$ cat src/design/dfi_mon_pkg.sv
/*
 DFI protocol monitor package
 Command codes, timing limits, preamble table and shared bus types
*/
`default_nettype none

package dfi_mon_pkg;

	// ----------------------------------------
	// Widths and plain vector types
	// ----------------------------------------
	localparam int CA_W = 14;
	localparam int GAP_W = 4;
	localparam int PRE_MAX = 8;

	typedef logic [CA_W-1:0] ca_t;
	typedef logic [2:0] bank_t;
	typedef logic [1:0] bank_grp_t;
	typedef logic [7:0] mr_addr_t;
	typedef logic [7:0] mr_op_t;
	typedef logic [2:0] pre_code_t;
	typedef logic [3:0] pre_len_t;
	typedef logic [PRE_MAX-1:0] pre_pat_t;
	// Cycles since a command, sticks at all ones
	typedef logic [GAP_W-1:0] gap_t;

	localparam gap_t GAP_MAX = '1;

	// ----------------------------------------
	// Command encodings on CA[4:0]
	// ----------------------------------------
	localparam logic [4:0] OPC_MRR = 5'b10101;
	localparam logic [4:0] OPC_MRW = 5'b00101;
	localparam logic [4:0] OPC_PRE = 5'b01011;
	localparam logic [4:0] OPC_RD = 5'b11101;
	// ACT only looks at the two low bits
	localparam logic [1:0] OPC_ACT_LO = 2'b00;

	typedef enum logic [2:0] {
		OP_NONE,
		OP_MRR,
		OP_MRW,
		OP_PRE,
		OP_RD,
		OP_ACT
	} cmd_op_e;

	// Minimum spacings, in clock cycles
	localparam int T_MRR = 3;
	localparam int T_MRW = 4;
	localparam int T_MRD = 6;
	localparam int T_RP = 3;
	localparam int T_RRD_S = 2;
	localparam int T_RRD_L = 4;
	localparam int RL = 10;

	// Mode registers with reserved bits
	localparam mr_addr_t MR_PREAMBLE_ADDR = 8'd8;
	localparam mr_addr_t MR0_ADDR = 8'h00;
	localparam mr_addr_t MR40_ADDR = 8'h28;
	localparam mr_op_t RFU_MASK_MR0 = 8'h80;
	localparam mr_op_t RFU_MASK_MR8 = 8'h20;
	localparam mr_op_t RFU_MASK_MR40 = 8'hf8;

	// Preamble per MR8 code, newest DQS sample in bit 0
	localparam logic [7:0][3:0] PRE_LEN = {4'd2, 4'd2, 4'd2, 4'd8, 4'd6, 4'd4, 4'd4, 4'd2};
	localparam logic [7:0][PRE_MAX-1:0] PRE_PATTERN = {
		8'b0000_0010,
		8'b0000_0010,
		8'b0000_0010,
		8'b0000_1010,
		8'b0000_0010,
		8'b0000_1110,
		8'b0000_0010,
		8'b0000_0010
	};

	// ----------------------------------------
	// Structs between the checkers
	// ----------------------------------------
	typedef struct packed {
		logic valid;
		cmd_op_e op;
		bank_t bank;
		bank_grp_t bank_grp;
		mr_addr_t mr_addr;
		logic mrw_data_valid;
		mr_op_t mr_op;
	} cmd_t;

	typedef struct packed {
		logic mrr_spacing;
		logic mrw_spacing;
		logic pre_spacing;
		logic act_spacing;
		logic closed_bank_read;
		logic rfu_write;
		logic preamble;
	} violation_t;

endpackage

`default_nettype wire

$ cat src/design/dfi_cmd_decode.sv
/*
 DFI command decoder
 Samples CS and CA, sorts each cycle into a command or an MRW data phase
*/
`timescale 1ns/10ps
`default_nettype none

module dfi_cmd_decode
	import dfi_mon_pkg::*;
(
	input logic dfi_phy_clk,
	input logic rst_n_i,
	input logic cs_n_i,
	input ca_t ca_i,
	output cmd_t cmd_o
);

	logic cs_n_q;
	ca_t ca_q;
	cmd_t cmd_d;
	cmd_t cmd_q;
	logic data_phase;

	// ----------------------------------------
	// Bus sample stage
	// ----------------------------------------
	always_ff @(posedge dfi_phy_clk) begin
		if (!rst_n_i) begin
			// Idle bus after reset
			cs_n_q <= 1'b1;
		end else begin
			cs_n_q <= cs_n_i;
		end
	end

	always_ff @(posedge dfi_phy_clk) begin
		ca_q <= ca_i;
	end

	// Cycle after an MRW carries the operand
	assign data_phase = cmd_q.valid && (cmd_q.op == OP_MRW);

	always_comb begin
		cmd_d = '0;
		cmd_d.op = OP_NONE;
		// Field slices, qualified later by op
		cmd_d.bank = ca_q[8:6];
		cmd_d.bank_grp = ca_q[10:9];
		cmd_d.mr_addr = ca_q[12:5];
		cmd_d.mr_op = ca_q[7:0];
		if (data_phase) begin
			// Never a command, whatever CS does
			cmd_d.mrw_data_valid = 1'b1;
		end else if (!cs_n_q) begin
			case (ca_q[4:0])
				OPC_MRR: cmd_d.op = OP_MRR;
				OPC_MRW: cmd_d.op = OP_MRW;
				OPC_PRE: cmd_d.op = OP_PRE;
				OPC_RD: cmd_d.op = OP_RD;
				default: begin
					if (ca_q[1:0] == OPC_ACT_LO) begin
						cmd_d.op = OP_ACT;
					end
				end
			endcase
			// Unknown opcodes are dropped
			cmd_d.valid = (cmd_d.op != OP_NONE);
		end
	end

	// ----------------------------------------
	// Decoded command register
	// ----------------------------------------
	always_ff @(posedge dfi_phy_clk) begin
		if (!rst_n_i) begin
			cmd_q.valid <= 1'b0;
			cmd_q.op <= OP_NONE;
			cmd_q.mrw_data_valid <= 1'b0;
		end else begin
			cmd_q <= cmd_d;
		end
	end

	assign cmd_o = cmd_q;

endmodule

`default_nettype wire

$ cat src/design/dfi_cmd_spacing.sv
/*
 Command spacing checker
 Gap counters for MRR, MRW and PRE spacing and for ACT to ACT spacing
*/
`timescale 1ns/10ps
`default_nettype none

module dfi_cmd_spacing
	import dfi_mon_pkg::*;
(
	input logic dfi_phy_clk,
	input logic rst_n_i,
	input cmd_t cmd_i,
	output logic mrr_spacing_o,
	output logic mrw_spacing_o,
	output logic pre_spacing_o,
	output logic act_spacing_o
);

	// Gap is the edge distance between two command cycles
	gap_t cmd_gap;
	gap_t act_gap;
	cmd_op_e last_op;
	bank_grp_t last_grp;
	logic is_act;
	logic mrr_hit;
	logic mrw_hit;
	logic pre_hit;
	logic act_hit;

	assign is_act = cmd_i.valid && (cmd_i.op == OP_ACT);

	// ----------------------------------------
	// Rule compare against the last command
	// ----------------------------------------
	always_comb begin
		mrr_hit = 1'b0;
		mrw_hit = 1'b0;
		pre_hit = 1'b0;
		act_hit = 1'b0;
		if (cmd_i.valid) begin
			case (last_op)
				OP_MRR: mrr_hit = (cmd_gap <= gap_t'(T_MRR));
				OP_MRW: begin
					// MRW after MRW has the shorter limit
					if (cmd_i.op == OP_MRW) begin
						mrw_hit = (cmd_gap <= gap_t'(T_MRW));
					end else begin
						mrw_hit = (cmd_gap <= gap_t'(T_MRD));
					end
				end
				OP_PRE: pre_hit = (cmd_gap <= gap_t'(T_RP));
				default: ;
			endcase
		end
		if (is_act) begin
			// Same group needs the long spacing
			if (cmd_i.bank_grp == last_grp) begin
				act_hit = (act_gap <= gap_t'(T_RRD_L));
			end else begin
				act_hit = (act_gap <= gap_t'(T_RRD_S));
			end
		end
	end

	// ----------------------------------------
	// Counters and flag registers
	// ----------------------------------------
	always_ff @(posedge dfi_phy_clk) begin
		if (!rst_n_i) begin
			// Counters start saturated after reset
			cmd_gap <= GAP_MAX;
			act_gap <= GAP_MAX;
			last_op <= OP_NONE;
			mrr_spacing_o <= 1'b0;
			mrw_spacing_o <= 1'b0;
			pre_spacing_o <= 1'b0;
			act_spacing_o <= 1'b0;
		end else begin
			if (cmd_i.valid) begin
				cmd_gap <= gap_t'(1);
				last_op <= cmd_i.op;
			end else if (cmd_gap != GAP_MAX) begin
				cmd_gap <= cmd_gap + gap_t'(1);
			end
			if (is_act) begin
				act_gap <= gap_t'(1);
			end else if (act_gap != GAP_MAX) begin
				act_gap <= act_gap + gap_t'(1);
			end
			mrr_spacing_o <= mrr_hit;
			mrw_spacing_o <= mrw_hit;
			pre_spacing_o <= pre_hit;
			act_spacing_o <= act_hit;
		end
	end

	// Bank group of the last ACT
	always_ff @(posedge dfi_phy_clk) begin
		if (is_act) begin
			last_grp <= cmd_i.bank_grp;
		end
	end

endmodule

`default_nettype wire

$ cat src/design/dfi_bank_tracker.sv
/*
 Bank state tracker
 Keeps the open bank mask and flags reads to banks that are closed
*/
`timescale 1ns/10ps
`default_nettype none

module dfi_bank_tracker
	import dfi_mon_pkg::*;
(
	input logic dfi_phy_clk,
	input logic rst_n_i,
	input cmd_t cmd_i,
	output logic closed_bank_read_o
);

	// One bit per bank, set while the bank is open
	logic [7:0] open_mask;
	logic rd_closed;

	assign rd_closed = cmd_i.valid && (cmd_i.op == OP_RD) && !open_mask[cmd_i.bank];

	always_ff @(posedge dfi_phy_clk) begin
		if (!rst_n_i) begin
			// All banks idle after reset
			open_mask <= '0;
			closed_bank_read_o <= 1'b0;
		end else begin
			if (cmd_i.valid) begin
				case (cmd_i.op)
					OP_ACT: open_mask[cmd_i.bank] <= 1'b1;
					OP_PRE: open_mask[cmd_i.bank] <= 1'b0;
					default: ;
				endcase
			end
			closed_bank_read_o <= rd_closed;
		end
	end

endmodule

`default_nettype wire

$ cat src/design/dfi_mode_reg.sv
/*
 Mode register write checker
 Tracks the MR8 preamble code and flags writes that set RFU bits
*/
`timescale 1ns/10ps
`default_nettype none

module dfi_mode_reg
	import dfi_mon_pkg::*;
(
	input logic dfi_phy_clk,
	input logic rst_n_i,
	input cmd_t cmd_i,
	output pre_code_t pre_code_o,
	output logic rfu_write_o
);

	// Address of the MRW waiting for its operand
	mr_addr_t mrw_addr;
	mr_op_t rfu_mask;
	logic rfu_hit;

	always_ff @(posedge dfi_phy_clk) begin
		if (cmd_i.valid && (cmd_i.op == OP_MRW)) begin
			mrw_addr <= cmd_i.mr_addr;
		end
	end

	// ----------------------------------------
	// Reserved bit lookup
	// ----------------------------------------
	always_comb begin
		case (mrw_addr)
			MR0_ADDR: rfu_mask = RFU_MASK_MR0;
			MR_PREAMBLE_ADDR: rfu_mask = RFU_MASK_MR8;
			MR40_ADDR: rfu_mask = RFU_MASK_MR40;
			// No reserved bits known elsewhere
			default: rfu_mask = '0;
		endcase
	end

	assign rfu_hit = cmd_i.mrw_data_valid && |(cmd_i.mr_op & rfu_mask);

	always_ff @(posedge dfi_phy_clk) begin
		if (!rst_n_i) begin
			pre_code_o <= '0;
			rfu_write_o <= 1'b0;
		end else begin
			rfu_write_o <= rfu_hit;
			// MR8 updates even when the write is illegal
			if (cmd_i.mrw_data_valid && (mrw_addr == MR_PREAMBLE_ADDR)) begin
				pre_code_o <= cmd_i.mr_op[2:0];
			end
		end
	end

endmodule

`default_nettype wire

$ cat src/design/dfi_rd_preamble_check.sv
/*
 Read preamble checker
 Delays each read by RL and compares the DQS history with the MR8 pattern
*/
`timescale 1ns/10ps
`default_nettype none

module dfi_rd_preamble_check
	import dfi_mon_pkg::*;
(
	input logic dfi_phy_clk,
	input logic rst_n_i,
	input cmd_t cmd_i,
	input pre_code_t pre_code_i,
	input logic dqs_i,
	output logic preamble_o
);

	// Read markers, several may be in flight
	logic [RL-1:0] rd_mark;
	pre_code_t code_dly [RL];
	logic dqs_q;
	// Bit 0 holds the newest DQS sample
	pre_pat_t dqs_hist;
	pre_code_t exit_code;
	pre_len_t exit_len;
	pre_pat_t len_mask;
	logic mismatch;

	// ----------------------------------------
	// Read delay line
	// ----------------------------------------
	always_ff @(posedge dfi_phy_clk) begin
		if (!rst_n_i) begin
			rd_mark <= '0;
		end else begin
			rd_mark <= {rd_mark[RL-2:0], cmd_i.valid && (cmd_i.op == OP_RD)};
		end
	end

	// Code as it stood when the read was decoded
	always_ff @(posedge dfi_phy_clk) begin
		code_dly[0] <= pre_code_i;
		for (int i = 1; i < RL; i++) begin
			code_dly[i] <= code_dly[i-1];
		end
	end

	// ----------------------------------------
	// DQS sample and history
	// ----------------------------------------
	always_ff @(posedge dfi_phy_clk) begin
		if (!rst_n_i) begin
			dqs_q <= 1'b0;
			dqs_hist <= '0;
		end else begin
			dqs_q <= dqs_i;
			dqs_hist <= {dqs_hist[PRE_MAX-2:0], dqs_q};
		end
	end

	// Window ends on the sample RL edges after the read
	assign exit_code = code_dly[RL-1];
	assign exit_len = PRE_LEN[exit_code];
	assign len_mask = {PRE_MAX{1'b1}} >> (PRE_MAX - int'(exit_len));
	assign mismatch = (dqs_hist & len_mask) != PRE_PATTERN[exit_code];

	always_ff @(posedge dfi_phy_clk) begin
		if (!rst_n_i) begin
			preamble_o <= 1'b0;
		end else begin
			preamble_o <= rd_mark[RL-1] && mismatch;
		end
	end

endmodule

`default_nettype wire

$ cat src/design/dfi_protocol_monitor.sv
/*
 DFI protocol monitor top
 Decoder and rule checkers, flags gathered into one violation struct
*/
`timescale 1ns/10ps
`default_nettype none

module dfi_protocol_monitor
	import dfi_mon_pkg::*;
(
	input logic dfi_phy_clk,
	input logic rst_n_i,
	input logic cs_n_i,
	input ca_t ca_i,
	input logic dqs_i,
	output violation_t viol_o
);

	cmd_t cmd;
	pre_code_t pre_code;

	// ----------------------------------------
	// Command decode
	// ----------------------------------------
	dfi_cmd_decode u_cmd_decode (
		.dfi_phy_clk(dfi_phy_clk),
		.rst_n_i(rst_n_i),
		.cs_n_i(cs_n_i),
		.ca_i(ca_i),
		.cmd_o(cmd)
	);

	// ----------------------------------------
	// Rule checkers
	// ----------------------------------------
	dfi_cmd_spacing u_cmd_spacing (
		.dfi_phy_clk(dfi_phy_clk),
		.rst_n_i(rst_n_i),
		.cmd_i(cmd),
		.mrr_spacing_o(viol_o.mrr_spacing),
		.mrw_spacing_o(viol_o.mrw_spacing),
		.pre_spacing_o(viol_o.pre_spacing),
		.act_spacing_o(viol_o.act_spacing)
	);

	dfi_bank_tracker u_bank_tracker (
		.dfi_phy_clk(dfi_phy_clk),
		.rst_n_i(rst_n_i),
		.cmd_i(cmd),
		.closed_bank_read_o(viol_o.closed_bank_read)
	);

	// MR8 code feeds the preamble check as a level
	dfi_mode_reg u_mode_reg (
		.dfi_phy_clk(dfi_phy_clk),
		.rst_n_i(rst_n_i),
		.cmd_i(cmd),
		.pre_code_o(pre_code),
		.rfu_write_o(viol_o.rfu_write)
	);

	dfi_rd_preamble_check u_rd_preamble_check (
		.dfi_phy_clk(dfi_phy_clk),
		.rst_n_i(rst_n_i),
		.cmd_i(cmd),
		.pre_code_i(pre_code),
		.dqs_i(dqs_i),
		.preamble_o(viol_o.preamble)
	);

endmodule

`default_nettype wire

$ cat config.mk
export PLATFORM = sky130hd
export DESIGN_NAME = dfi_protocol_monitor
export DESIGN_NICKNAME = d
export VERILOG_FILES = /design/src/design/dfi_mon_pkg.sv /design/src/design/dfi_cmd_decode.sv /design/src/design/dfi_cmd_spacing.sv /design/src/design/dfi_bank_tracker.sv /design/src/design/dfi_mode_reg.sv /design/src/design/dfi_rd_preamble_check.sv /design/src/design/dfi_protocol_monitor.sv
export SDC_FILE = /design/constraint.sdc
export NUM_CORES = 1
export LEC_CHECK = 0
export ABC_AREA = 1
export BUFFER_PORTS_ARGS = -buffer_cell sky130_fd_sc_hd__buf_2
export CAP_MARGIN = 10
export CORE_MARGIN = 1.5
export CORE_UTILIZATION = 49
export CTS_BUF_LIST = sky130_fd_sc_hd__clkbuf_8
export DETAILED_ROUTE_END_ITERATION = 6
export PLACE_DENSITY = 0.7
export SLEW_MARGIN = 30
export SYNTH_ARGS = -nofsm -noshare
export SYNTH_HDL_FRONTEND = slang
export SYNTH_HIERARCHICAL = 1
export SYNTH_SLANG_ARGS = --single-unit
export TNS_END_PERCENT = 50
$ cat constraint.sdc
create_clock -name dfi_phy_clk -period 2 [get_ports dfi_phy_clk]
set_input_delay 0.4 -clock dfi_phy_clk [delete_from_list [all_inputs] [get_ports dfi_phy_clk]]
set_output_delay 0.4 -clock dfi_phy_clk [all_outputs]
set_load 0.1 [all_outputs]
==> summary.md <==
| Metric | Value |
|---|---|
| Slew @ Worst Pin | `555.1 ps` |
| Post-CTS setup buffers | `0` |
| Hpwl dp | `4.223 mm` |
| Initial Util | `51.43%` |
| Io pins | `25` |
| Worst R2R Start | `u_rd_preamble_check/code_dly[9][1]` |
| Placement Setup Slack | `272.2 ps` |
| Leak | `2.276 nW` |
| Crit-path cells | `inv_1, ha_1, nand2_2, nand2_2, ha_1, inv_1, nand3_1, nand2_1, nor2_1, nand2_1, nand2_1, nor2_1, nand3_1, nand2_1, inv_1` |
| Largest net degree at the start of global routing | `23` |
| Crit path to | `u_rd_preamble_check/preamble_o` |
| GP Congestion | `0.7923` |
| Seq/Total Area, Yosys | `~61%` |
| Met3 WL | `204 microns` |
| Crit path arrival time | `between 2000 and 2500 ps` |
| Worst EP required | `~2300 ps` |
| Synth Area in Compound Gates | `3.501%` |
| # resized after CTS | `0` |
| Final min period | `1723 ps` |
| Final Instance Area | `~4900 sq um` |
| Routed Antenna Nets | `0` |
| Post-Synth XOR/XNOR Area | `0.2042%` |
| Setup crit start | `u_rd_preamble_check/code_dly[9][1]` |
| PortBufs | `23` |
| Adder-Cell Fraction of Synth Area | `2.334%` |
| Dpl cell area | `approximately 4500 sq um` |
| Total die area | `9324 sq um` |
| TritonRoute pass-1 iters | `4` |
| Number of diodes | `0` |
| Iteration-0 DRC Markers | `120` |
| # hold bufs at CTS | `0` |
| Total CTS buffers | `17` |
| Simple-Gate Fraction of Synth Area | `23.48%` |
| RSZ-0062 raised after global routing | `no` |
| Type of origin of the critical path | `flop` |
| Syn Inst Count | `between 400 and 500` |
| Wire length of the first global-routing pass | `~11 mm` |
| Reg clk slew, reported paths | `70 ps` |
| Setup TNS | `0 ps` |
| Non-Filler Instances | `617` |
| Pwr dens | `1102 nW/um^2` |
| Worst min path class | `primary input to flop` |
| Global Route Usage Sum | `16.11%` |
| Sink Count | `120` |
| Final period util | `86.14%` |
| Vias in the first global route | `about 2,700` |
| Max cap viols | `0` |
| Largest family of logic cells by synthesized area | `simple AND/OR/NAND/NOR gates` |
| DRT met1 WL | `2.886 mm` |
| Unique masters post-synth | `32` |
| Fin. Hold Viols | `0` |
| Share of layout cells above drive strength 1 | `between 20% and 30%` |
| Worst r2r path cells | `15` |
| Top routing layer in use | `met4` |
| Kind of critical path | `flop to flop` |
| TritonCTS clock tree | `done` |
| Skew-Pair Late Insertion Delay | `410 ps` |
| Post-placement cell count | `585` |
| Area delta synth->final | `14.56%` |
| Row count | `33` |
| Crit-path max FO | `3` |
| Mapped Avg Cell Area | `9.224 sq um` |
| Vias per cell | `around 4.6` |
| Global route total overflow | `0` |
| Initial antenna violation count | `0` |
| Crit-path most repeated cell | `nand2_1` |
| Crit end category | `flop` |
| Total wire length | `~6.3 mm` |
| Final core utilization | `about three fifths` |
| Register bit count reported by yosys | `120` |
| Clk buf depth | `2` |
| H-Tree Level Count | `4` |
| Status | `finished, final reports clean` |
| Metal2 WL | `3.193 mm` |
| Width of the chip | `96.56 microns` |
| Slowest Stage Delay on Critical Path | `330 ps` |
| Nets | `525` |
| DR DRC count | `0` |
| Wire per inst | `just over 10 microns` |
| CP max-delay cell | `dfxtp_1` |
| Setup Skew | `approximately 7 ps` |
| Most frequent cells in the layout | `dfxtp_1, nand2_1, inv_1` |
| Commonest non-fill, non-tap cell in the layout | `dfxtp_1` |
| R2R setup slack | `~280 ps` |
| Chip height | `96.56 microns` |
| Proportion of synthesized area in mux cells | `0%` |
| Max-slew headroom | `62.86%` |
| Worst IR drop on VDD | `0.0007403 V` |
| Final setup fails | `0` |
| Vias | `2,868` |
| Slew Viols, Final | `0` |
| Syn Std Cell Area | `4289 sq um` |
| Reg2reg end | `u_rd_preamble_check/preamble_o` |
| Root buf cell | `clkbuf_8` |
| Fmax | `580.4 MHz` |
| Yosys Warn Count | `6` |
| Core area | `between 8000 and 9000 sq um` |
| Synthesized net count | `491` |
| Final WS setup | `277.2 ps` |
| Fillers | `slightly above 700` |
-- cells by family (layout without fill, tap and decap cells) --
group           Yosys count  after routing
simple gates            219            219
flops                   120            120
buf+inv                  91            138
compound gates           26             26
fa+ha+maj                 8              8
xor+xnor                  1              1
-- worst min-delay path by stage --
stage,startpoint,end,slack (ps),cells past startpoint
3_5_place_dp,u_rd_preamble_check/code_dly[3][1],u_rd_preamble_check/code_dly[4][1],310,0
4_1_cts,ca_i[10],u_cmd_decode/ca_q[10],50,1
5_1_grt,ca_i[0],u_cmd_decode/ca_q[0],40,1
2_1_floorplan,u_rd_preamble_check/code_dly[0][0],u_rd_preamble_check/code_dly[1][0],310,0
3_3_place_gp,u_rd_preamble_check/code_dly[1][0],u_rd_preamble_check/code_dly[2][0],310,0
6_report,ca_i[2],u_cmd_decode/ca_q[2],80,1
-- per-layer routing --
layer | GRT usage [%] | vias up
met3 | 6.182 | 6
met1 | 17.54 | 1297
met4 | 7.609 | 0
li1 | - | 1525
met5 | 0 | -
met2 | 27.51 | 40
-- report_power, final --
part / internal, W / leakage, nW / switching [W] / total [W]
clock network: 0.00126 / 0.213 / 0.00100 / 0.00227
logic: 0.000191 / 1.06 / 0.000289 / 0.000480
registers: 0.00257 / 1.01 / 0.0000943 / 0.00267
total: 0.00403 / 2.28 / 0.00139 / 0.00541
-- cell usage after synthesis (all sizes together) --
master / instances / area, sq um
nand2: 104 / 425.4
nor3: 9 / 50.05
inv: 77 / 289.0
a31oi: 1 / 6.260
o211ai: 1 / 7.510
or2: 2 / 12.52
nand4: 6 / 37.54
o21ai: 10 / 53.80
nand3: 47 / 250.2
bufinv: 1 / 17.52
edfxtp: 23 / 690.7
a21oi: 11 / 62.56
ha: 8 / 100.1
clkbuf: 3 / 11.26
nor2: 51 / 231.5
o22ai: 2 / 12.51
o21bai: 1 / 7.510
dfxtp: 97 / 1942
buf: 10 / 72.56
xnor2: 1 / 8.760
-- layout make-up --
cell class	instances	area [sq um]	area share, %
flip-flops and latches	120	2633	53.58
multi-input cells	254	1266	25.77
repair buffers	28	152.6	3.107
clock buffers	17	234.0	4.762
clock inverters	15	190.2	3.871
well taps	105	131.4	2.674
inverters	78	306.5	6.239
-- critical path, delay by kind of cell (launching register included) --
family	cells	cell delay, ps
DFF	1	330
adders and majority gates	2	490
and+or+nand+nor	10	630
buffers and inverters	3	180
-- state kept, by name, summed over array words and instances (netlist names), 2 cells and up, named ones only --
register,count
u_cmd_decode/ca_q,13
u_mode_reg/mrw_addr,8
u_rd_preamble_check/rd_mark,10
u_cmd_spacing/last_op,3
u_rd_preamble_check/dqs_hist,8
u_mode_reg/pre_code_o,3
u_cmd_decode/cmd_o,18
u_cmd_spacing/cmd_gap,4
u_cmd_spacing/last_grp,2
u_cmd_spacing/act_gap,4
u_rd_preamble_check/code_dly,30
-- per-stage QoR --
stage | hold slack [ps] | power (W)
after floorplan | 309.6 | 0.003093
after global placement | 309.5 | 0.003171
after detailed placement | 312.1 | 0.003196
after CTS | 52.79 | 0.005476
after global routing | 41.01 | 0.005691
final | 82.43 | 0.005414
No activity file was read; power rests on OpenSTA's default activity.
